--- config.mk ---
export PLATFORM = sky130hd
export DESIGN_NAME = kbd_top
export DESIGN_NICKNAME = d
export VERILOG_FILES = /design/src/rtl/kbd_pkg.sv /design/src/rtl/scan_if.sv /design/src/rtl/ps2_rx.sv /design/src/rtl/scan_to_ascii.sv /design/src/rtl/kbd_ctrl.sv /design/src/rtl/char_fifo.sv /design/src/rtl/kbd_mmio.sv /design/src/rtl/kbd_top.sv
export SDC_FILE = /design/constraint.sdc
export NUM_CORES = 1
export LEC_CHECK = 0
export BUFFER_PORTS_ARGS = -buffer_cell sky130_fd_sc_hd__buf_2
export CORE_MARGIN = 2
export CORE_UTILIZATION = 54
export CTS_CLUSTER_SIZE = 30
export DETAILED_ROUTE_END_ITERATION = 10
export GPL_ROUTABILITY_DRIVEN = 0
export PLACE_DENSITY = 0.84
export SLEW_MARGIN = 10
export SYNTH_ARGS = -nofsm -noshare
export SYNTH_HDL_FRONTEND = slang
export SYNTH_HIERARCHICAL = 1
export SYNTH_SLANG_ARGS = --single-unit
--- constraint.sdc ---
create_clock -name system_clk -period 3.1 [get_ports system_clk]
set_input_delay 0.31 -clock system_clk [delete_from_list [all_inputs] [get_ports system_clk]]
set_output_delay 0.31 -clock system_clk [all_outputs]
set_load 0.005 [all_outputs]
--- src/rtl/kbd_pkg.sv ---
`default_nettype none

package kbd_pkg;

    typedef logic [7:0] scan_code_t;
    typedef logic [7:0] ascii_t;

    typedef struct packed {
        logic [7:0] count;      // FIFO occupancy
        logic [4:0] spare;
        logic       frame_err;  // Sticky receiver error
        logic       overflow;   // Sticky FIFO overflow
        logic       not_empty;
    } kbd_status_t;

    localparam scan_code_t SC_BREAK  = 8'hF0;
    localparam scan_code_t SC_EXTEND = 8'hE0;
    localparam scan_code_t SC_LSHIFT = 8'h12;
    localparam scan_code_t SC_RSHIFT = 8'h59;

endpackage

`default_nettype wire

--- src/rtl/scan_if.sv ---
`timescale 1ns/1ps
`default_nettype none

interface scan_if;
    import kbd_pkg::*;

    scan_code_t code;
    logic       code_valid;  // One-cycle strobes that never coincide
    logic       parity_err;
    logic       frame_err;

    modport rx (output code, output code_valid, output parity_err, output frame_err);
    modport ctrl (input code, input code_valid, input parity_err, input frame_err);

endinterface

`default_nettype wire

--- src/rtl/ps2_rx.sv ---
`timescale 1ns/1ps
`default_nettype none

module ps2_rx (
    input  logic system_clk,
    input  logic rst_n,
    input  logic ps2_clk,
    input  logic ps2_data,
    scan_if.rx   scan
);
    import kbd_pkg::*;

    logic [1:0] clk_sync;
    logic [1:0] data_sync;
    logic       clk_prev;
    logic       clk_fall;
    logic [3:0] bit_cnt;
    logic [9:0] shift_reg;
    scan_code_t frame_byte;
    logic       start_ok;
    logic       stop_ok;
    logic       parity_ok;
    logic       last_bit;
    logic       frame_end;
    logic       frame_ok;

    always_ff @(posedge system_clk or negedge rst_n) begin
        if (!rst_n) begin
            clk_sync  <= 2'b11;  // Lines idle high
            data_sync <= 2'b11;
            clk_prev  <= 1'b1;
        end else begin
            clk_sync  <= {clk_sync[0], ps2_clk};
            data_sync <= {data_sync[0], ps2_data};
            clk_prev  <= clk_sync[1];
        end
    end

    assign clk_fall   = clk_prev & ~clk_sync[1];
    assign last_bit   = (bit_cnt == 4'd10);
    assign frame_end  = clk_fall && last_bit;
    assign frame_byte = shift_reg[8:1];
    assign start_ok   = ~shift_reg[0];
    assign stop_ok    = data_sync[1];
    assign frame_ok   = start_ok && stop_ok;
    assign parity_ok  = ^shift_reg[9:1];  // Odd over data plus parity

    always_ff @(posedge system_clk or negedge rst_n) begin
        if (!rst_n) begin
            bit_cnt         <= 4'd0;
            scan.code_valid <= 1'b0;
            scan.parity_err <= 1'b0;
            scan.frame_err  <= 1'b0;
        end else begin
            scan.code_valid <= frame_end && frame_ok && parity_ok;
            scan.parity_err <= frame_end && frame_ok && !parity_ok;
            scan.frame_err  <= frame_end && !frame_ok;
            if (clk_fall) begin
                if (last_bit) begin
                    bit_cnt <= 4'd0;  // Back to idle
                end else begin
                    bit_cnt <= bit_cnt + 4'd1;
                end
            end
        end
    end

    // Start bit ends up in bit 0 after ten shifts
    always_ff @(posedge system_clk) begin
        if (clk_fall && !last_bit) begin
            shift_reg <= {data_sync[1], shift_reg[9:1]};
        end
        if (clk_fall && last_bit) begin
            scan.code <= frame_byte;
        end
    end

    a_one_strobe: assert property (@(posedge system_clk) disable iff (!rst_n)
        $onehot0({scan.code_valid, scan.parity_err, scan.frame_err}));

endmodule

`default_nettype wire

--- src/rtl/scan_to_ascii.sv ---
`timescale 1ns/1ps
`default_nettype none

module scan_to_ascii (
    input  kbd_pkg::scan_code_t code,
    input  logic                shift,
    output kbd_pkg::ascii_t     ascii
);
    import kbd_pkg::*;

    ascii_t base;
    logic   is_letter;

    always_comb begin
        is_letter = 1'b1;
        case (code)
            8'h1C: base = "a";
            8'h32: base = "b";
            8'h21: base = "c";
            8'h23: base = "d";
            8'h24: base = "e";
            8'h2B: base = "f";
            8'h34: base = "g";
            8'h33: base = "h";
            8'h43: base = "i";
            8'h3B: base = "j";
            8'h42: base = "k";
            8'h4B: base = "l";
            8'h3A: base = "m";
            8'h31: base = "n";
            8'h44: base = "o";
            8'h4D: base = "p";
            8'h15: base = "q";
            8'h2D: base = "r";
            8'h1B: base = "s";
            8'h2C: base = "t";
            8'h3C: base = "u";
            8'h2A: base = "v";
            8'h1D: base = "w";
            8'h22: base = "x";
            8'h35: base = "y";
            8'h1A: base = "z";
            default: begin
                is_letter = 1'b0;
                case (code)
                    8'h45: base = "0";
                    8'h16: base = "1";
                    8'h1E: base = "2";
                    8'h26: base = "3";
                    8'h25: base = "4";
                    8'h2E: base = "5";
                    8'h36: base = "6";
                    8'h3D: base = "7";
                    8'h3E: base = "8";
                    8'h46: base = "9";
                    8'h29: base = 8'h20;  // Space
                    8'h5A: base = 8'h0D;  // Enter
                    default: base = "?";
                endcase
            end
        endcase
    end

    // Upper case sits 0x20 below lower case
    assign ascii = (shift && is_letter) ? base - 8'h20 : base;

endmodule

`default_nettype wire

--- src/rtl/kbd_ctrl.sv ---
`timescale 1ns/1ps
`default_nettype none

module kbd_ctrl (
    input  logic            system_clk,
    input  logic            rst_n,
    scan_if.ctrl            scan,
    output logic            push,
    output kbd_pkg::ascii_t push_char
);
    import kbd_pkg::*;

    typedef enum logic [1:0] {
        ST_NORMAL,
        ST_BREAK,
        ST_EXTEND
    } ctrl_state_t;

    ctrl_state_t state;
    logic        shift_held;
    logic        is_shift;
    ascii_t      ascii;

    scan_to_ascii u_scan_to_ascii (
        .code  (scan.code),
        .shift (shift_held),
        .ascii (ascii)
    );

    assign is_shift = (scan.code == SC_LSHIFT) || (scan.code == SC_RSHIFT);

    always_ff @(posedge system_clk or negedge rst_n) begin
        if (!rst_n) begin
            state      <= ST_NORMAL;
            shift_held <= 1'b0;
            push       <= 1'b0;
        end else begin
            push <= 1'b0;
            if (scan.parity_err || scan.frame_err) begin
                state <= ST_NORMAL;  // Resync after a bad frame
            end else if (scan.code_valid) begin
                if (scan.code == SC_EXTEND) begin
                    state <= ST_EXTEND;
                end else if (scan.code == SC_BREAK) begin
                    if (state != ST_EXTEND) begin
                        state <= ST_BREAK;  // Extended break stays ignored
                    end
                end else begin
                    state <= ST_NORMAL;
                    case (state)
                        ST_NORMAL: begin
                            if (is_shift) begin
                                shift_held <= 1'b1;
                            end else begin
                                push <= 1'b1;
                            end
                        end
                        ST_BREAK: begin
                            if (is_shift) begin
                                shift_held <= 1'b0;
                            end
                        end
                        default: begin
                        end
                    endcase
                end
            end
        end
    end

    always_ff @(posedge system_clk) begin
        if (scan.code_valid) begin
            push_char <= ascii;
        end
    end

endmodule

`default_nettype wire

--- src/rtl/char_fifo.sv ---
`timescale 1ns/1ps
`default_nettype none

module char_fifo #(
    parameter int unsigned FIFO_DEPTH = 16
) (
    input  logic                        system_clk,
    input  logic                        rst_n,
    input  logic                        push,
    input  kbd_pkg::ascii_t             push_char,
    input  logic                        pop,
    output kbd_pkg::ascii_t             head,
    output logic                        empty,
    output logic [$clog2(FIFO_DEPTH):0] count,
    output logic                        overflow
);
    import kbd_pkg::*;

    localparam int unsigned AW = $clog2(FIFO_DEPTH);

    ascii_t        mem [FIFO_DEPTH];
    logic [AW-1:0] rd_ptr;
    logic [AW-1:0] wr_ptr;
    logic          full;
    logic          do_push;
    logic          do_pop;

    assign full     = (count == (AW + 1)'(FIFO_DEPTH));
    assign empty    = (count == '0);
    assign do_push  = push && !full;
    assign do_pop   = pop && !empty;
    assign overflow = push && full;  // Character dropped
    assign head     = mem[rd_ptr];

    always_ff @(posedge system_clk or negedge rst_n) begin
        if (!rst_n) begin
            rd_ptr <= '0;
            wr_ptr <= '0;
            count  <= '0;
        end else begin
            if (do_push) begin
                wr_ptr <= wr_ptr + 1'b1;  // Wraps at power-of-two depth
            end
            if (do_pop) begin
                rd_ptr <= rd_ptr + 1'b1;
            end
            case ({do_push, do_pop})
                2'b10:   count <= count + 1'b1;
                2'b01:   count <= count - 1'b1;
                default: count <= count;
            endcase
        end
    end

    always_ff @(posedge system_clk) begin
        if (do_push) begin
            mem[wr_ptr] <= push_char;
        end
    end

    a_no_empty_pop: assert property (@(posedge system_clk) disable iff (!rst_n)
        pop |-> !empty);

endmodule

`default_nettype wire

--- src/rtl/kbd_mmio.sv ---
`timescale 1ns/1ps
`default_nettype none

module kbd_mmio #(
    parameter int unsigned FIFO_DEPTH = 16,
    parameter logic [13:0] DATA_ADDR  = 14'h2500,
    parameter logic [13:0] STAT_ADDR  = 14'h2501
) (
    input  logic                        system_clk,
    input  logic                        rst_n,
    input  logic [13:0]                 address,
    input  logic                        read,
    output logic [63:0]                 data,
    input  kbd_pkg::ascii_t             head,
    input  logic                        empty,
    input  logic [$clog2(FIFO_DEPTH):0] count,
    input  logic                        overflow,
    input  logic                        parity_err,
    input  logic                        frame_err,
    output logic                        pop
);
    import kbd_pkg::*;

    logic        data_sel;
    logic        stat_sel;
    logic        ovf_sticky;
    logic        err_sticky;
    kbd_status_t status;

    assign data_sel = read && (address == DATA_ADDR);
    assign stat_sel = read && (address == STAT_ADDR);
    assign pop      = data_sel && !empty;

    always_comb begin
        status           = '0;
        status.count     = 8'(count);
        status.frame_err = err_sticky;
        status.overflow  = ovf_sticky;
        status.not_empty = !empty;
    end

    always_comb begin
        if (data_sel) begin
            data = {56'd0, empty ? 8'h00 : head};
        end else if (stat_sel) begin
            data = {48'd0, status};
        end else begin
            data = 64'd0;  // No match reads as zero
        end
    end

    // New events take priority over the clear on a status read
    always_ff @(posedge system_clk or negedge rst_n) begin
        if (!rst_n) begin
            ovf_sticky <= 1'b0;
            err_sticky <= 1'b0;
        end else begin
            if (overflow) begin
                ovf_sticky <= 1'b1;
            end else if (stat_sel) begin
                ovf_sticky <= 1'b0;
            end
            if (parity_err || frame_err) begin
                err_sticky <= 1'b1;
            end else if (stat_sel) begin
                err_sticky <= 1'b0;
            end
        end
    end

endmodule

`default_nettype wire

--- src/rtl/kbd_top.sv ---
`timescale 1ns/1ps
`default_nettype none

module kbd_top #(
    parameter int unsigned FIFO_DEPTH = 16,
    parameter logic [13:0] DATA_ADDR  = 14'h2500,
    parameter logic [13:0] STAT_ADDR  = 14'h2501
) (
    input  logic        system_clk,
    input  logic        rst_n,
    input  logic        ps2_clk,
    input  logic        ps2_data,
    input  logic [13:0] address,
    input  logic        read,
    output logic [63:0] data
);
    import kbd_pkg::*;

    logic                        push;
    ascii_t                      push_char;
    logic                        pop;
    ascii_t                      head;
    logic                        empty;
    logic [$clog2(FIFO_DEPTH):0] count;
    logic                        overflow;

    scan_if scan_bus ();

    ps2_rx u_ps2_rx (
        .system_clk (system_clk),
        .rst_n      (rst_n),
        .ps2_clk    (ps2_clk),
        .ps2_data   (ps2_data),
        .scan       (scan_bus)
    );

    kbd_ctrl u_kbd_ctrl (
        .system_clk (system_clk),
        .rst_n      (rst_n),
        .scan       (scan_bus),
        .push       (push),
        .push_char  (push_char)
    );

    char_fifo #(
        .FIFO_DEPTH (FIFO_DEPTH)
    ) u_char_fifo (
        .system_clk (system_clk),
        .rst_n      (rst_n),
        .push       (push),
        .push_char  (push_char),
        .pop        (pop),
        .head       (head),
        .empty      (empty),
        .count      (count),
        .overflow   (overflow)
    );

    kbd_mmio #(
        .FIFO_DEPTH (FIFO_DEPTH),
        .DATA_ADDR  (DATA_ADDR),
        .STAT_ADDR  (STAT_ADDR)
    ) u_kbd_mmio (
        .system_clk (system_clk),
        .rst_n      (rst_n),
        .address    (address),
        .read       (read),
        .data       (data),
        .head       (head),
        .empty      (empty),
        .count      (count),
        .overflow   (overflow),
        .parity_err (scan_bus.parity_err),
        .frame_err  (scan_bus.frame_err),
        .pop        (pop)
    );

endmodule

`default_nettype wire

# Word-level counts from Yosys, hierarchy flattened
# Memory sizes are Yosys's and may differ from the RTL's.
# Cells that the tools add are included.
[word_totals]
regBits = 57
ram_bits = 128
out_inout_bits = 64
n_memories = 1
[op_classes]
n_addsub = 6
eq_ne = 53
n_mux = 28
bitwise = 6
n_reduce_logical = 32
[memory_table]
columns = ["memory", "words", "width", "rd", "rd_ports_with_merged_regs", "write_ports", "line_no", "rtl"]
rows = [
  ["u_char_fifo.mem", 16, 8, 1, 0, 1, "char_fifo.sv:21", "ascii_t mem [FIFO_DEPTH];"],
]
[ops]
columns = ["operator", "count"]
rows = [
  ["$eq A8 B6 Y1 const B", 23],
  ["$pmux W7 S26", 1],
  ["$eq A8 B7 Y1 const B", 9],
  ["$pmux W6 S12", 1],
  ["$eq A8 B5 Y1 const B", 8],
  ["$mux W64", 1],
  ["$eq A14 B14 Y1 const B", 2],
  ["$reduce_or A26 Y1", 1],
  ["$eq A8 B8 Y1 const B", 2],
  ["$mux W8", 2],
  ["$logic_and A1 B1 Y1", 14],
  ["$mux W1", 14],
  ["$mux W13", 1],
  ["$add A4 B1 Y4 const B", 3],
  ["$mux W2", 5],
  ["$pmux W5 S2", 1],
  ["$reduce_bool A2 Y1", 5],
  ["$reduce_xor A9 Y1", 1],
  ["$sub A8 B6 Y8 const B", 1],
  ["$reduce_and A7 Y1", 1],
  ["$add A5 B1 Y5 const B", 1],
  ["$eq A5 B5 Y1 const B", 1],
  ["$logic_not A1 Y1", 5],
  ["$logic_not A5 Y1", 1],
  ["other kinds (14)", 21],
]

# Logic depth before layout (Yosys ltp)
[depth]
word_depth = 8
depth_mapped = 14
ltp_nobuf = 12

# Cells and area by module
# The synthesis kept the hierarchy.
[by_module_without_submodules]
columns = ["module", "instances", "cells_each", "area_per_inst_um2"]
rows = [
  ["char_fifo", 1, 330, 5781.8],
  ["ps2_rx", 1, 64, 1073.5],
  ["scan_to_ascii", 1, 141, 962.2],
  ["kbd_mmio", 1, 86, 720.7],
  ["kbd_ctrl", 1, 33, 491.7],
]

# Least setup slack after synthesis
# OpenSTA, ideal clock, no wires.
[synth_path]
path_kind = "register to register"
from = "reg u_char_fifo.count[0]"
to = "reg u_char_fifo.count[4]"
setup_time_ps = 124
arrival_time_ps = 2735
required_ps = 2976
path_slack_ps = 241
stages_incl_launch_ff = 14
path_buffers = 2
cell_sequence = "dfrtp_1 nor4_4 and2b_1 buf_2 nor3_1 nor2b_1 buf_6 ha_1 ha_1 nor2b_1 o21ai_1 a21oi_1 or3b_1 xnor2_1"
[synth_between]
elab_chain_len = 6
[synth_lines]
columns = ["item", "line_no", "rtl"]
rows = [
  ["start, declared", "char_fifo.sv:14", "output logic [$clog2(FIFO_DEPTH):0] count,"],
  ["start signal, assigned", "char_fifo.sv:48", "2'b10: count <= count + 1'b1;"],
  ["start signal, assigned", "char_fifo.sv:49", "2'b01: count <= count - 1'b1;"],
  ["start signal, assigned", "char_fifo.sv:50", "default: count <= count;"],
  ["$logic_not A5 Y1 (*)", "char_fifo.sv:29", "assign empty = (count == '0);"],
  ["named net empty", "kbd_top.sv:23", "logic empty;"],
  ["$logic_not A1 Y1 (*)", "kbd_mmio.sv:32", "assign pop = data_sel && !empty;"],
  ["$logic_and A1 B1 Y1 (*)", "kbd_mmio.sv:32", ""],
  ["named net pop", "kbd_top.sv:21", "logic pop;"],
  ["$logic_and A1 B1 Y1 (*)", "char_fifo.sv:31", "assign do_pop = pop && !empty;"],
  ["named net u_char_fifo.do_pop", "char_fifo.sv:26", "logic do_pop;"],
  ["$eq A2 B1 Y1 or $eq A2 B2 Y1 (tied branches)", "char_fifo.sv:47", "case ({do_push, do_pop})"],
  ["$pmux W5 S2 or $reduce_bool A2 Y1 (tied branches)", "-", ""],
]
# The timed path passes the listed nets; every way through them passes the cells marked *.
# A chain may end at the register's enable or synchronous reset.

# Final worst setup path
[layout_path]
from = "reg u_char_fifo.count[0]"
to = "reg u_char_fifo.count[4]"
[layout_between]
elab_chain_len = 6
[layout_lines]
columns = ["item", "line_no"]
rows = [
  ["$logic_not A5 Y1", "char_fifo.sv:29"],
  ["$logic_not A1 Y1", "char_fifo.sv:31, kbd_mmio.sv:32"],
  ["$logic_and A1 B1 Y1", "kbd_mmio.sv:32"],
  ["$logic_and A1 B1 Y1", "char_fifo.sv:31"],
  ["$eq A2 B1 Y1 or $eq A2 B2 Y1 (tied branches)", "char_fifo.sv:47"],
  ["$pmux W5 S2 or $reduce_bool A2 Y1 (tied branches)", "-"],
]
# Parallel ways exist; a longest one is shown, timed or not.

==> summary.md <==
| Metric | Value |
|---|---|
| PwrDens | 533 nW/um2 |
| Critical path class | reg2reg |
| Status | completed |
| Core area | 16500 um2 |
| Via density per instance | 6.09 |
| Crit-path max FO | 9 |
| Die Footprint | 17800 um2 |
| Hold_ws | 0.356 ns |
| I/O pin total | 83 |
| Antenna violations before repair | 0 |
| Worst VDD drop | approximately 0.46 mV |
| Crit start category | flip-flop |
| DRT iter0 DRCs | 524 |
| Final period util | 94.8% |
| Max reg flops | about 130 |
| Layout cell share with drive strength beyond 1 | around a fifth |
| Slew Viols, Final | 0 |
| Clock Skew | 0.0118 ns |
| DR vias | roughly 5600 |
| Drt wl/cell | 20.2 um |
| Worst-path cell chain | nor4_4, buf_4, a21boi_2, inv_1, ha_1, ha_1, nor2b_1, o21ai_1, a21oi_1, or3b_1, xnor2_1 |
| Max Buffers Root-to-Sink | 2 |
| CTS tree | yes |
| Gate Count Post-Synth | ~650 |
| Dpl cells | ~900 |
| Drt pass-1 iters | 8 |
| CP max-delay cell | dfrtp_1 |
| RSZ-0062 raised after global routing | no |
| Starting density of the core | 54.8% |
| Reg2reg setup slack | 0.16 ns |
| Power Total | between 5 and 6 mW |
| Async S/R FF share, synth | 16.8% |
| Final wirelength | 18.6 mm |
| Yosys warnings | 6 |
| Area delta synth->final | 8.56% |
| Clock Power Share | 39.1% |
| First-pass GRT wire length | 29.3 mm |
| Netlist Area Pre-Place | 9030 um2 |
| Largest net degree at the start of global routing | 34 |
| Hold Vio Cnt, Final | 0 |
| Worst r2r src | u_char_fifo/count[0]$_DFFE_PN0P_ |
| Largest cells by area after synthesis | edfxtp_1 51%, dfrtp_1 7.2%, buf_4 4.5% |
| Sequential area share after synthesis | between 50% and 60% |
| R2R depth | 11 |
| Detailed placer's ending HPWL | around 12 mm |
| Synth area leader | edfxtp_1 |
| CTS buffer count | 17 |
| Switch share | 23.9% |
| All-layer global routing usage | 21.4% |
| Share of the synthesized area in the top cell type | 51.2% |
| Prevailing post-synth register cell | edfxtp_1 |
| Filler cells | 1214 |
| Root buffer cell | clkbuf_16 |
| Min cycle time layout | 2.94 ns |
| DRC errors left | 0 |
| Clk pin slew, worst setup/hold paths | 0.07 ns |
| Max-Cap Viols | 0 |
| Cell Rows | between 40 and 50 |
| Die width | around 130 um |
| Reg power frac | about 55% |
| Crit path DAT | 3.25 ns |
| CP max stage delay | 0.46 ns |
| Sw Pwr | between 1 and 1.5 mW |
| Rel. slew slack | 39.4% |
| Endpoints failing setup | 0 |
| GRT overflow | 0 |
| Syn_area_per_cell | 13.8 um2 |
| Yosys cell types | 84 |
| Most numerous cell in the Yosys netlist | edfxtp_1 |
| Most instantiated cells after synthesis | 154 x edfxtp_1, 54 x buf_4, 32 x nand2_1 |
| Clk_lat worst skew | 0.42 ns |
| #FFs+latches synth | 185 |
| Setup slack after layout | 0.160 ns |
| Cell Int Power | around 4.0 mW |
| Comb pwr share | 6.4% |
| Final TNS setup | 0 ns |
| FF-to-FF End | u_char_fifo/count[4]$_DFFE_PN0P_ |
| Start point of the critical path | u_char_fifo/count[0]$_DFFE_PN0P_ |
| DIE HEIGHT | 133 um |
| Place WS | 0.101 ns |
| Worst slew pin tran | ~0.91 ns |
| Fin cells | between 900 and 1000 |
| Fmax | approximately 340 MHz |
| Post-synth EDFFs | 154 |
| ANT cells | 0 |
| Final net count | a little over 700 |
| Sink Count | 185 |
| Most frequent CP cell | ha_1 |
| Worst setup EP type | flip-flop |
| Number of global-route vias before repair | around 5300 |
| Setup crit end | u_char_fifo/count[4]$_DFFE_PN0P_ |
| Worst hold path class | reg2reg |
| CP Data Required Time | 3.41 ns |
| CTS H-tree lvls | 4 |
| P_leak | 3.39 nW |
| Post-route ant nets | 0 |
| Number of buffers added on ports | 31 |
## power by group through the flow
stage          Combinational [mW]  Clock (mW)  Sequential (mW)
2_1_floorplan               0.300           0             2.86
3_3_place_gp                0.295           0             2.88
3_5_place_dp                0.320           0             2.90
4_1_cts                     0.329        2.08             2.85
5_1_grt                     0.369        2.18             2.86
6_report                    0.334        2.05             2.85
## how the worst min path moves through the flow
| stage | start | endpoint | slack (ns) | cells after the start |
|---|---|---|---|---|
| after detailed placement | u_ps2_rx/clk_sync[0]$_DFF_PN1_ | u_ps2_rx/clk_sync[1]$_DFF_PN1_ | 0.35 | 0 |
| after global routing | u_ps2_rx/data_sync[0]$_DFF_PN1_ | u_ps2_rx/data_sync[1]$_DFF_PN1_ | 0.36 | 0 |
| after CTS | u_ps2_rx/data_sync[0]$_DFF_PN1_ | u_ps2_rx/data_sync[1]$_DFF_PN1_ | 0.36 | 0 |
| after floorplan | rst_n | u_char_fifo/count[0]$_DFFE_PN0P_ | 0.01 | 0 |
| after global placement | u_ps2_rx/data_sync[0]$_DFF_PN1_ | u_ps2_rx/data_sync[1]$_DFF_PN1_ | 0.35 | 0 |
| final | u_ps2_rx/data_sync[0]$_DFF_PN1_ | u_ps2_rx/data_sync[1]$_DFF_PN1_ | 0.36 | 0 |
## cell families after synthesis
logic type / synth area share [%]
AO/OA/AOI/OAI: 8.31
XOR/XNOR: 2.29
adder cells (fa/ha/maj): 1.47
buffers and inverters: 7.30
flip-flops: 59.9
multiplexers: 8.16
other: 0.0832
AND/OR/NAND/NOR: 12.5
## layout make-up
class | count | area [um2] | area share, %
sequential | 185 | 5410 | 55.2
multi-input combinational | 419 | 3150 | 32.2
clock buffer | 19 | 443 | 4.52
timing repair buffer | 53 | 340 | 3.47
tap | 220 | 275 | 2.81
clock inverter | 13 | 130 | 1.33
inverter | 14 | 52.6 | 0.536
## stage by stage
stage | area [um2] | util, %
after CTS | 9790 | 59.5
after detailed placement | 9190 | 55.8
after global placement | 9190 | 55.8
after global routing | 9800 | 59.5
final | 9800 | 59.5
after floorplan | 9220 | -
## worst max-delay path: cells and delay by family, from the launching register on
family / cells / cell delay [ns]
fa+ha+maj: 2 / 0.61
compound gates: 3 / 0.75
flops: 1 / 0.46
xor+xnor: 1 / 0.13
simple gates: 3 / 0.62
buf+inv: 2 / 0.25
## timing repair
item	in CTS	in global routing
setup endpoints to repair	0	1
setup buffers	0	1
hold endpoints to repair	28	0
gates resized for setup	0	1
hold buffers	3	0
## per-layer routing
| metal | track usage, % | up-vias | routed length [um] |
|---|---|---|---|
| met5 | 0 | - | 0 |
| met4 | 5.56 | 0 | 354 |
| met3 | 4.57 | 56 | 1280 |
| met2 | 38.1 | 319 | 9930 |
| met1 | 26.9 | 2794 | 7050 |
| li1 | - | 2448 | - |
## placed cells by master, fill, tap and decap left out, drive strengths merged, types with 16 or more instances in the layout
cell type / count
mux4: 16
edfxtp: 154
o21ai: 31
clkbuf: 19
inv: 20
nand2: 32
nor2b: 16
dfrtp: 26
mux2i: 26
nor2: 27
conb: 52
nor3: 19
buf: 50
a21oi: 22
Note: power is estimated with default switching activity, not from simulation.
